$ cat config.mk
export PLATFORM = sky130hd
export DESIGN_NAME = icache
export DESIGN_NICKNAME = d
export VERILOG_FILES = /design/src/icache_pkg.sv /design/src/icacheMemIf.sv /design/src/icache.sv /design/src/icacheAlign.sv /design/src/icacheFill.sv /design/src/icacheMem.sv
export VERILOG_INCLUDE_DIRS = /design/src
export SDC_FILE = /design/constraint.sdc
export NUM_CORES = 2
export LEC_CHECK = 0
export BUFFER_PORTS_ARGS = -buffer_cell sky130_fd_sc_hd__buf_2
export CORE_ASPECT_RATIO = 1.5
export CORE_UTILIZATION = 25
export CTS_CLUSTER_DIAMETER = 200
export DETAILED_ROUTE_END_ITERATION = 10
export PLACE_DENSITY_LB_ADDON = 0.12
export SYNTH_ARGS = -nofsm -noshare
export SYNTH_HDL_FRONTEND = slang
export SYNTH_SLANG_ARGS = --single-unit
$ cat constraint.sdc
create_clock -name clk -period 17.7 [get_ports clk]
set_input_delay 3.54 -clock clk [delete_from_list [all_inputs] [get_ports clk]]
set_output_delay 3.54 -clock clk [all_outputs]
set_load 0.05 [all_outputs]
$ cat src/icache_settings.svh
// Size and flow-control settings for the instruction cache, included by the package and the RTL
`ifndef ICACHE_SETTINGS_SVH
`define ICACHE_SETTINGS_SVH

//////////////////////////////////////////////////
// Address and geometry
//////////////////////////////////////////////////

// Physical address width of the fetch stage
`define ICACHE_PA_BITS 16

// One line holds four 32-bit words
`define ICACHE_LINE_BITS 128

// Direct mapped, so this is also the number of sets
`define ICACHE_NUM_LINES 16

//////////////////////////////////////////////////
// Memory flow control
//////////////////////////////////////////////////

// Requests that may be outstanding before memory returns a credit
`define ICACHE_MEM_CREDITS 2

`endif
$ cat src/icache_pkg.sv
// Shared types of the instruction cache, imported by every RTL module and the testbench
`include "icache_settings.svh"

package icache_pkg;

  //////////////////////////////////////////////////
  // Address fields
  //////////////////////////////////////////////////

  // Physical fetch address
  typedef logic [`ICACHE_PA_BITS-1:0] paddrT;

  // Line number inside the array, address bits just above the line offset
  typedef logic [$clog2(`ICACHE_NUM_LINES)-1:0] indexT;

  // Everything above the index is tag
  typedef logic [`ICACHE_PA_BITS-$clog2(`ICACHE_NUM_LINES)-$clog2(`ICACHE_LINE_BITS/8)-1:0] tagT;

  // Halfword position of an instruction inside its line
  typedef logic [$clog2(`ICACHE_LINE_BITS/16)-1:0] hwOffsetT;

  // Word position inside a line, used to order the fill requests
  typedef logic [$clog2(`ICACHE_LINE_BITS/32)-1:0] wordSelT;

  //////////////////////////////////////////////////
  // Data and control
  //////////////////////////////////////////////////

  // A memory word and also a raw instruction
  typedef logic [31:0] wordT;

  // A whole cache line
  typedef logic [`ICACHE_LINE_BITS-1:0] lineT;

  // Credit count with headroom above the reset value
  typedef logic [2:0] creditT;

  // Line fill FSM
  typedef enum logic [1:0] {
    fillIdle,
    fillRequest,
    fillWait,
    fillWrite
  } fillStateT;

endpackage

$ cat src/icacheMemIf.sv
// Line write and hit result between the fill controller and the cache arrays
`timescale 1ns/1ps

interface icacheMemIf;
  import icache_pkg::*;

  // Write port of the arrays, owned by the fill controller
  logic  writeEn;
  indexT writeIndex;
  tagT   writeTag;
  lineT  writeLine;

  // Read side of the arrays
  // Hit compares against the current fetch address
  logic  hit;
  lineT  readLine;

  // The fill controller writes lines and watches the hit to know when to fill
  modport fill (
    output writeEn,
    output writeIndex,
    output writeTag,
    output writeLine,
    input  hit
  );

  // The arrays take the write and report what they read
  modport mem (
    input  writeEn,
    input  writeIndex,
    input  writeTag,
    input  writeLine,
    output hit,
    output readLine
  );

endinterface

$ cat src/icache.sv
// Top level of the instruction cache with plain fetch and memory ports
`timescale 1ns/1ps

module icache (
  input  logic               clk,
  input  logic               rstN,
  // Fetch side
  input  icache_pkg::paddrT  pcNext,
  input  icache_pkg::paddrT  pc,
  input  logic               stall,
  output icache_pkg::wordT   instrRaw,
  output logic               compressed,
  output logic               cacheStall,
  // Memory side
  output logic               memReq,
  output icache_pkg::paddrT  memAdr,
  input  icache_pkg::wordT   memRdData,
  input  logic               memRdValid,
  input  logic               memCreditReturn
);
  import icache_pkg::*;

  icacheMemIf memBus ();

  logic     reread;
  logic     hold;
  hwOffsetT hwOffset;

  // The array keeps its line while anything stalls fetch
  // The reread after a fill must get through regardless
  assign hold     = (stall | cacheStall) & ~reread;
  assign hwOffset = pc[1 +: $bits(hwOffsetT)];

  icacheMem mem0 (
    .clk    (clk),
    .rstN   (rstN),
    .pcNext (pcNext),
    .pc     (pc),
    .hold   (hold),
    .memIf  (memBus.mem)
  );

  icacheFill fill0 (
    .clk             (clk),
    .rstN            (rstN),
    .pc              (pc),
    .memIf           (memBus.fill),
    .cacheStall      (cacheStall),
    .reread          (reread),
    .memReq          (memReq),
    .memAdr          (memAdr),
    .memRdData       (memRdData),
    .memRdValid      (memRdValid),
    .memCreditReturn (memCreditReturn)
  );

  icacheAlign align0 (
    .readLine   (memBus.readLine),
    .hwOffset   (hwOffset),
    .instrRaw   (instrRaw),
    .compressed (compressed)
  );

endmodule

$ cat src/icacheAlign.sv
// Picks the raw instruction out of a cache line at a halfword offset and flags compressed ones
`timescale 1ns/1ps

module icacheAlign (
  input  icache_pkg::lineT      readLine,
  input  icache_pkg::hwOffsetT  hwOffset,
  output icache_pkg::wordT      instrRaw,
  output logic                  compressed
);
  import icache_pkg::*;

  localparam int numHalves = $bits(lineT) / 16;

  // One extra zero halfword past the end of the line
  logic [15:0]              halves [numHalves+1];
  logic [$bits(hwOffsetT):0] upperSel;

  always_comb begin
    for (int i = 0; i < numHalves; i++) begin
      halves[i] = readLine[16*i +: 16];
    end
    halves[numHalves] = '0;
  end

  // One bit wider than the offset so the last halfword selects the zero pad
  assign upperSel = hwOffset + 1'b1;

  // An instruction in the last halfword gets zeros on top
  // The fetch unit takes care of the part that lives in the next line
  assign instrRaw = {halves[upperSel], halves[hwOffset]};

  // Only 32-bit encodings have both low bits set
  assign compressed = ~&instrRaw[1:0];

endmodule

$ cat src/icacheFill.sv
// Miss FSM that fetches a line with credited word reads and writes it into the cache arrays
`timescale 1ns/1ps
`include "icache_settings.svh"

module icacheFill (
  input  logic               clk,
  input  logic               rstN,
  input  icache_pkg::paddrT  pc,
  icacheMemIf.fill           memIf,
  output logic               cacheStall,
  output logic               reread,
  output logic               memReq,
  output icache_pkg::paddrT  memAdr,
  input  icache_pkg::wordT   memRdData,
  input  logic               memRdValid,
  input  logic               memCreditReturn
);
  import icache_pkg::*;

  localparam int lineOffBits = $bits(hwOffsetT) + 1;

  fillStateT stateQ;
  fillStateT stateD;
  creditT    creditQ;
  wordSelT   issuedQ;
  wordSelT   receivedQ;
  lineT      lineQ;
  logic      primedQ;
  logic      rereadQ;
  logic      missDetect;
  logic      collecting;
  logic      lastIssue;
  logic      lastReceive;

  // The first cycle after reset has no array read behind it yet, so no miss is taken there
  // A stale hit during the reread cycle is ignored as well
  assign missDetect = primedQ & ~memIf.hit & ~rereadQ;

  // Responses may come back while later words are still being requested
  assign collecting = (stateQ == fillRequest) | (stateQ == fillWait);

  // One word per cycle as long as a credit is left
  assign memReq      = (stateQ == fillRequest) & (creditQ != '0);
  assign lastIssue   = memReq & (&issuedQ);
  assign lastReceive = collecting & memRdValid & (&receivedQ);

  // Words go out in address order starting at the line base
  assign memAdr = {pc[$bits(paddrT)-1:lineOffBits], issuedQ, 2'b00};

  //////////////////////////////////////////////////
  // Fill FSM
  //////////////////////////////////////////////////

  always_comb begin
    stateD = stateQ;
    unique case (stateQ)
      fillIdle: begin
        if (missDetect) begin
          stateD = fillRequest;
        end
      end
      fillRequest: begin
        if (lastIssue) begin
          stateD = fillWait;
        end
      end
      fillWait: begin
        if (lastReceive) begin
          stateD = fillWrite;
        end
      end
      fillWrite: begin
        stateD = fillIdle;
      end
      default: begin
        stateD = fillIdle;
      end
    endcase
  end

  // Counters wrap back to word 0, ready for the next fill
  always_ff @(posedge clk) begin
    if (!rstN) begin
      stateQ    <= fillIdle;
      creditQ   <= creditT'(`ICACHE_MEM_CREDITS);
      issuedQ   <= '0;
      receivedQ <= '0;
      rereadQ   <= 1'b0;
      primedQ   <= 1'b0;
    end else begin
      stateQ  <= stateD;
      // A request and a return in the same cycle cancel out
      creditQ <= creditQ - creditT'(memReq) + creditT'(memCreditReturn);
      rereadQ <= (stateQ == fillWrite);
      primedQ <= 1'b1;
      if (memReq) begin
        issuedQ <= issuedQ + 1'b1;
      end
      if (collecting && memRdValid) begin
        receivedQ <= receivedQ + 1'b1;
      end
    end
  end

  //////////////////////////////////////////////////
  // Line assembly and write
  //////////////////////////////////////////////////

  // Memory answers in order, so the receive count is the word slot
  always_ff @(posedge clk) begin
    if (collecting && memRdValid) begin
      lineQ[{receivedQ, 5'b0} +: $bits(wordT)] <= memRdData;
    end
  end

  // Fetch holds pc for the whole miss, so pc names the line being filled
  assign memIf.writeEn    = (stateQ == fillWrite);
  assign memIf.writeIndex = pc[lineOffBits +: $bits(indexT)];
  assign memIf.writeTag   = pc[$bits(paddrT)-1 -: $bits(tagT)];
  assign memIf.writeLine  = lineQ;

  assign reread = rereadQ;

  // Stall covers the miss cycle itself, the whole fill and the reread
  assign cacheStall = (stateQ != fillIdle) | rereadQ | (primedQ & ~memIf.hit);

endmodule

$ cat src/icacheMem.sv
// Tag, valid and data arrays of the direct-mapped cache with a registered read and the hit compare
`timescale 1ns/1ps
`include "icache_settings.svh"

module icacheMem (
  input  logic               clk,
  input  logic               rstN,
  input  icache_pkg::paddrT  pcNext,
  input  icache_pkg::paddrT  pc,
  input  logic               hold,
  icacheMemIf.mem            memIf
);
  import icache_pkg::*;

  // Byte offset bits inside a line sit below the index
  localparam int lineOffBits = $bits(hwOffsetT) + 1;

  tagT                          tagArr [`ICACHE_NUM_LINES];
  lineT                         dataArr [`ICACHE_NUM_LINES];
  logic [`ICACHE_NUM_LINES-1:0] validArr;

  indexT pcIdx;
  tagT   pcTag;
  indexT readIdx;
  indexT readIdxQ;
  tagT   readTagQ;
  lineT  readLineQ;
  logic  readValidQ;
  logic  writtenQ;

  // Fields of the address now in fetch
  assign pcIdx = pc[lineOffBits +: $bits(indexT)];
  assign pcTag = pc[$bits(paddrT)-1 -: $bits(tagT)];

  // Normally the array looks one cycle ahead at pcNext
  // Right after a line write it rereads the line of pc, whatever the fetch side shows as next
  assign readIdx = writtenQ ? pcIdx : pcNext[lineOffBits +: $bits(indexT)];

  //////////////////////////////////////////////////
  // Array writes
  //////////////////////////////////////////////////

  // Valid bits start cleared and are only ever set by a fill
  always_ff @(posedge clk) begin
    if (!rstN) begin
      validArr <= '0;
    end else if (memIf.writeEn) begin
      validArr[memIf.writeIndex] <= 1'b1;
    end
  end

  always_ff @(posedge clk) begin
    if (memIf.writeEn) begin
      tagArr[memIf.writeIndex]  <= memIf.writeTag;
      dataArr[memIf.writeIndex] <= memIf.writeLine;
    end
  end

  //////////////////////////////////////////////////
  // Registered read
  //////////////////////////////////////////////////

  // Hold keeps the read registers so the output line stays put during a stall
  always_ff @(posedge clk) begin
    if (!rstN) begin
      readValidQ <= 1'b0;
      writtenQ   <= 1'b0;
    end else begin
      writtenQ <= memIf.writeEn;
      if (!hold) begin
        readValidQ <= validArr[readIdx];
      end
    end
  end

  always_ff @(posedge clk) begin
    if (!hold) begin
      readIdxQ  <= readIdx;
      readTagQ  <= tagArr[readIdx];
      readLineQ <= dataArr[readIdx];
    end
  end

  // The index compare catches a read that was taken at some other line than pc
  assign memIf.hit      = readValidQ & (readTagQ == pcTag) & (readIdxQ == pcIdx);
  assign memIf.readLine = readLineQ;

endmodule

After elaboration in Yosys (flattened, before gate mapping)
Memory sizes are Yosys's and may differ from the RTL's. A register that Yosys moved wholly into a read port is not among the register bits.
Cells that the tools add are included.
- $add $sub $neg: 6
- magnitude comparators: 5
- shift operators: 2
- reduce and logical (&&, ||, !) cells: 12
- bitwise logic cells: 18
- equality and inequality tests: 8
- muxes and demuxes: 19
- operator list (kind ; count):
    16-bit binary-select mux with 4-bit select ; 2
    128-bit bitwise mux ; 1
    32-bit by 9-bit variable shift with 128-bit output (first input constant) ; 1
    32-bit by 9-bit variable part select with 128-bit output ; 1
    16-bit 2-to-1 mux ; 4
    16-bit bitwise OR ; 1
    4-bit by 5-bit less-than comparator with 1-bit output (second input constant) ; 2
    1-bit bitwise AND ; 9
    7-bit negation with 9-bit output ; 1
    8-bit == test ; 1
    2-bit one-hot mux with 4 select lines ; 1
    2-bit 2-to-1 mux ; 3
    2-bit by 1-bit != test with 1-bit output (second input constant) ; 3
    2-bit AND reduction ; 3
    4-bit by 5-bit >= comparator with 1-bit output (second input constant) ; 1
    5-bit >= comparator (second input constant) ; 1
    1-bit 2-to-1 mux ; 5
    4-bit inverter with 5-bit output ; 1
    2-bit by 1-bit adder with 2-bit output (second input constant) ; 2
    3-bit by 1-bit adder with 4-bit output (second input constant) ; 1
    1-bit binary-select mux with 4-bit select ; 1
    1-bit demux with 4-bit select ; 1
    2-bit == test (second input constant) ; 2
    4-bit == test ; 1
    other kinds (14) ; 21
- register bits: 160
- memories: 2
- bits in writable memories: 2176
- memories (memory ; words ; width ; rd ports ; clocked after Yosys merged registers in ; write ports ; RTL line ; text):
    mem0.dataArr ; 16 ; 128 ; 1 ; 1 ; 1 ; icacheMem.sv:19 ; lineT dataArr [`ICACHE_NUM_LINES];
    mem0.tagArr ; 16 ; 8 ; 1 ; 1 ; 1 ; icacheMem.sv:18 ; tagT tagArr [`ICACHE_NUM_LINES];

Longest topological paths before layout
- word-level depth: 9
- mapped depth: 11

By module
A second synthesis with hierarchy kept.
- cells, all modules: 6733
- area total of the unflattened synthesis: 97673.7 um^2
- by module, submodules not included (module ; sequential area each (um^2) ; area an instance (um^2) ; instances ; cells each):
    icacheMem ; 69907.0 ; 89972.5 ; 1 ; 6212
    icacheFill ; 4063.9 ; 5579.1 ; 1 ; 366
    icacheAlign ; 0.0 ; 2112.0 ; 1 ; 154
    icache ; 0.0 ; 10.0 ; 1 ; 1

Worst setup path after synthesis
No wires, ideal clock.
- kind: input to register
- from: input pc[5]
- to: register mem0.readValidQ
- stages on the path: 7
- path buffers: 1
- setup slack: 2.484 ns
- setup time: 0.104 ns
- data arrival time: 15.112 ns
- path through: buf_2 -> xnor2_1 -> nand3_1 -> or4_4 -> o21ai_0 -> nand4_1 -> a21boi_1
- word-level cells in the longest chain between the ends: 7
- elaborated cells on any way between the ends: 10
- those cells by class: eq/ne (1); mux (3); bitwise (6)
- ends and longest elaborated chain (what ; RTL line ; text):
    from (decl) ; icache.sv:9 ; input icache_pkg::paddrT pc,
    4-bit == test ; icacheMem.sv:85 ; assign memIf.hit = readValidQ & (readTagQ == pcTag) & (readIdxQ == pcIdx);
    1-bit bitwise AND ; icacheMem.sv:85 ;
    1-bit inverter ; icacheFill.sv:125 ; assign cacheStall = (stateQ != fillIdle) | rereadQ | (primedQ & ~memIf.hit);
    1-bit bitwise AND ; icacheFill.sv:125 ;
    1-bit bitwise OR ; icacheFill.sv:125 ;
    1-bit bitwise OR ; icache.sv:31 ; assign hold = (stall | cacheStall) & ~reread;
    1-bit bitwise AND ; icache.sv:31 ;
    to (signal assigned) ; icacheMem.sv:71 ; readValidQ <= validArr[readIdx];
    to (decl) ; icacheMem.sv:28 ; logic readValidQ;
Parallel ways exist; a longest one is shown, timed or not. The select of a mux whose other input is x is not followed.
A chain may end at the register's enable or synchronous reset.

Final worst setup path
- from: input pc[1]
- to: output instrRaw[25]
- word-level cells in the longest chain between the ends: 5
- ends and longest elaborated chain (what ; RTL line ; text):
    3-bit by 1-bit adder with 4-bit output ; icacheAlign.sv:26 ; assign upperSel = hwOffset + 1'b1;
    4-bit inverter with 5-bit output (implied by the code) ; icacheAlign.sv:30 ; assign instrRaw = {halves[upperSel], halves[hwOffset]};
    16-bit binary-select mux with 4-bit select ; icacheAlign.sv:30 ;
    16-bit 2-to-1 mux (implied by the code) (2 in series) ; icacheAlign.sv:30 ;
    to (decl) ; icache.sv:11 ; output icache_pkg::wordT instrRaw,
No other way between the ends. The select of a mux whose other input is x is not followed.

==> impl_metrics.tcl <==
set metrics [dict create \
    outcome "finished, violations left" \
    violations "DRC" \
    endpoint_kind "output pin" \
    setup_violations 0 \
    slew_headroom 0.1758 \
    period_needed_ns 10.52 \
    grt.overflow.total 0 \
    dr.pass1.iters 9 \
    ff2ff_path_depth 10 \
    cts_resized 0 \
    clock-root-buffer "clkbuf_16" \
    clk_latency_ns 0.91 \
    ff2ff_setup_slack_ns 12.36 \
    synth_cell_types 55 \
    total_power_mw 13.74 \
    syn_to_final_growth_pct 14.75 \
    cap_violations 0 \
    fillCellCount 39024 \
    tightest_slew_ns 1.236 \
    syn_inst 7087 \
    syn_area_per_cell_sq_um 13.80 \
    crit_path_max_fanout 41 \
    grt_usage 0.1651 \
    cp.required_ns 14.16 \
    gp_congestion 0.7150 \
    synth_top_cell_area_share 0.7503 \
    ys_async_sr_fraction 0 \
    timing_hold_violations_final 0 \
    critical_path_class "primary input to output pin" \
    clk_path_buf_depth 4 \
    totalWireLength_um 331000 \
    grt_pass1_wl_um 464800 \
    path_clk_slew_ns 0.06 \
    ant_nets 0 \
    vias 59076 \
    drc 3 \
    yosys_warnings 0 \
    cts_hold_buf 0 \
    hp-class "register to register" \
    wire_per_inst_um 26.70 \
    synth_top_cell_by_area "edfxtp_1" \
    cts.sinks 2472 \
    io-pin-count 120 \
    drive_gt1_frac 0.09792 \
    fp.dieH_um 768.1 \
    post_drt_via_cell_ratio 4.765 \
    die_area_sq_mm 0.3938 \
    vdd_drop_max_mv 0.07938 \
    antenna_found_initial 44 \
    cts_buffers 266 \
    hold_depth 1 \
    cts_setup_buffers 0 \
    grt_max_degree 144 \
    grt_pass1_vias 58762 \
    synth.area.top_cells "edfxtp_1, nand2_1, nand3_1" \
    post-route-period-util 0.5942 \
    initial_core_util 0.2509 \
    multiInputGateArea_sq_mm 0.02174 \
    io_buffers 104 \
    rsz0062_at_grt "no" \
    power-per-cell-area_mw_per_mm2 122.4 \
    synth_enable_flop_cells 2444 \
    arrival_ns 6.98 \
    die_w_um 512.7 \
    synth_area_sq_mm 0.09781 \
    seqCellArea_sq_mm 0.07395 \
    dp_hpwl_um 164600 \
    seq_area_frac_synth 0.7560 \
    fin_setup_tns_ns 0 \
    synthFlopType "edfxtp_1" \
    critPathLaunchType "primary input" \
    maxSlewViolCount 0 \
    p_leak_nw 36.70 \
    ys_seq_elements 2472 \
    coreArea_sq_mm 0.3899 \
    htree_levels 5 \
    row_count 281 \
    cts_tree "done" \
    skew_ns 0.04506 \
    nets 7187 \
    fmax_mhz 95.09 \
    drt_iter0_drc 4251 \
]
[report_power, final]
group          leakage, nW  internal, mW  switching, mW
Combinational         9.92         0.375           1.08
Clock                 3.92          3.04           2.35
Sequential            22.9          6.71          0.181
[worst paths after layout]
check                                 startpoint                       end
worst min-delay path            mem0.validArr[6]          mem0.validArr[6]
worst max-delay path                       pc[1]              instrRaw[25]
worst min register to register  mem0.validArr[6]          mem0.validArr[6]
worst max register to register      fill0.reread  mem0.memIf.readLine[117]
[cell usage in the layout, fill, tap and decap left out, drive strengths merged, types with 23 or more instances in the layout]
cell type	netlist	routed
a311oi	272	272
nand2	1959	1959
buf	260	253
dfxtp	28	28
clkbuf	245	340
nand3	1094	1094
inv	16	23
mux4	65	65
a31oi	137	137
and2	266	266
clkinv	0	86
edfxtp	2444	2444
a211oi	132	132
[per-layer routing]
| layer | up-vias | track usage | wire [um] |
|---|---|---|---|
| met5 | - | 0 | 88 |
| met4 | 12 | 0.03175 | 5365 |
| met3 | 374 | 0.02325 | 13540 |
| met2 | 1207 | 0.2839 | 162900 |
| met1 | 31166 | 0.2208 | 149100 |
| li1 | 26317 | - | - |
[layout make-up]
| type | instances | share of cell area |
|---|---|---|
| antenna | 11 | 0.0002452 |
| clock buffer | 340 | 0.06328 |
| clock inverter | 116 | 0.008840 |
| inverter | 16 | 0.0007692 |
| multi-input combinational | 4095 | 0.1937 |
| sequential | 2472 | 0.6589 |
| tap | 5094 | 0.05679 |
| timing repair buffer | 253 | 0.01754 |
[registers in the layout, indices dropped and copies added (netlist names)]
signal / flops
fill0.creditQ: 3
fill0.issuedQ: 2
fill0.memIf.writeLine: 128
fill0.primedQ: 1
fill0.receivedQ: 2
fill0.reread: 1
fill0.stateQ: 2
mem0.dataArr: 2048
mem0.memIf.readLine: 128
mem0.readIdxQ: 4
mem0.readTagQ: 8
mem0.readValidQ: 1
mem0.tagArr: 128
mem0.validArr: 16
[cells by family (layout without fill, tap and decap cells)]
group | Yosys count | after routing | synth area share
DFF | 2472 | 2472 | 0.7560
xor gates and xnor gates | 18 | 18 | 0.001612
muxes | 86 | 86 | 0.01761
adders and majority gates | 14 | 14 | 0.001868
AOI/OAI and AO/OA | 600 | 600 | 0.04737
other | 1 | 13 | 0.00003834
buffers and inverters | 521 | 725 | 0.02404
and+or+nand+nor | 3375 | 3375 | 0.1514
[cell usage after synthesis (all sizes together) (2+ instances only)]
cell,n
a211oi,132
a21boi,2
a21oi,22
a22oi,3
a311oi,272
a31oi,137
and2,266
and3,8
buf,260
clkbuf,245
dfxtp,28
edfxtp,2444
ha,13
inv,16
mux2,16
mux2i,5
mux4,65
nand2,1959
nand2b,9
nand3,1094
nand3b,2
nand4,3
nor2,16
nor2b,6
nor3,5
nor3b,4
o21a,16
o21ai,3
o221ai,2
o31ai,2
xnor2,17
[per-stage QoR]
stage,instance area [sq um],worst slack [ns],util,std cells,hold slack [ns]
after floorplan,97820,2.484,-,7088,0.4324
after global placement,104100,6.861,0.2670,11929,0.4394
after detailed placement,104100,7.172,0.2670,11930,0.4536
after CTS,112200,7.166,0.2878,12386,0.4691
after global routing,112200,7.113,0.2878,12389,0.4756
final,112200,7.184,0.2879,12397,0.4646
[worst max-delay path, stage by stage]
cell,delay [ns]
buf_6,0.49
ha_4,0.43
buf_4,0.57
mux4_2,0.32
nand2_1,0.05
a21oi_1,0.99
buf_4,0.26
buf_2,0.26
Note: power is estimated with default switching activity, not from simulation.
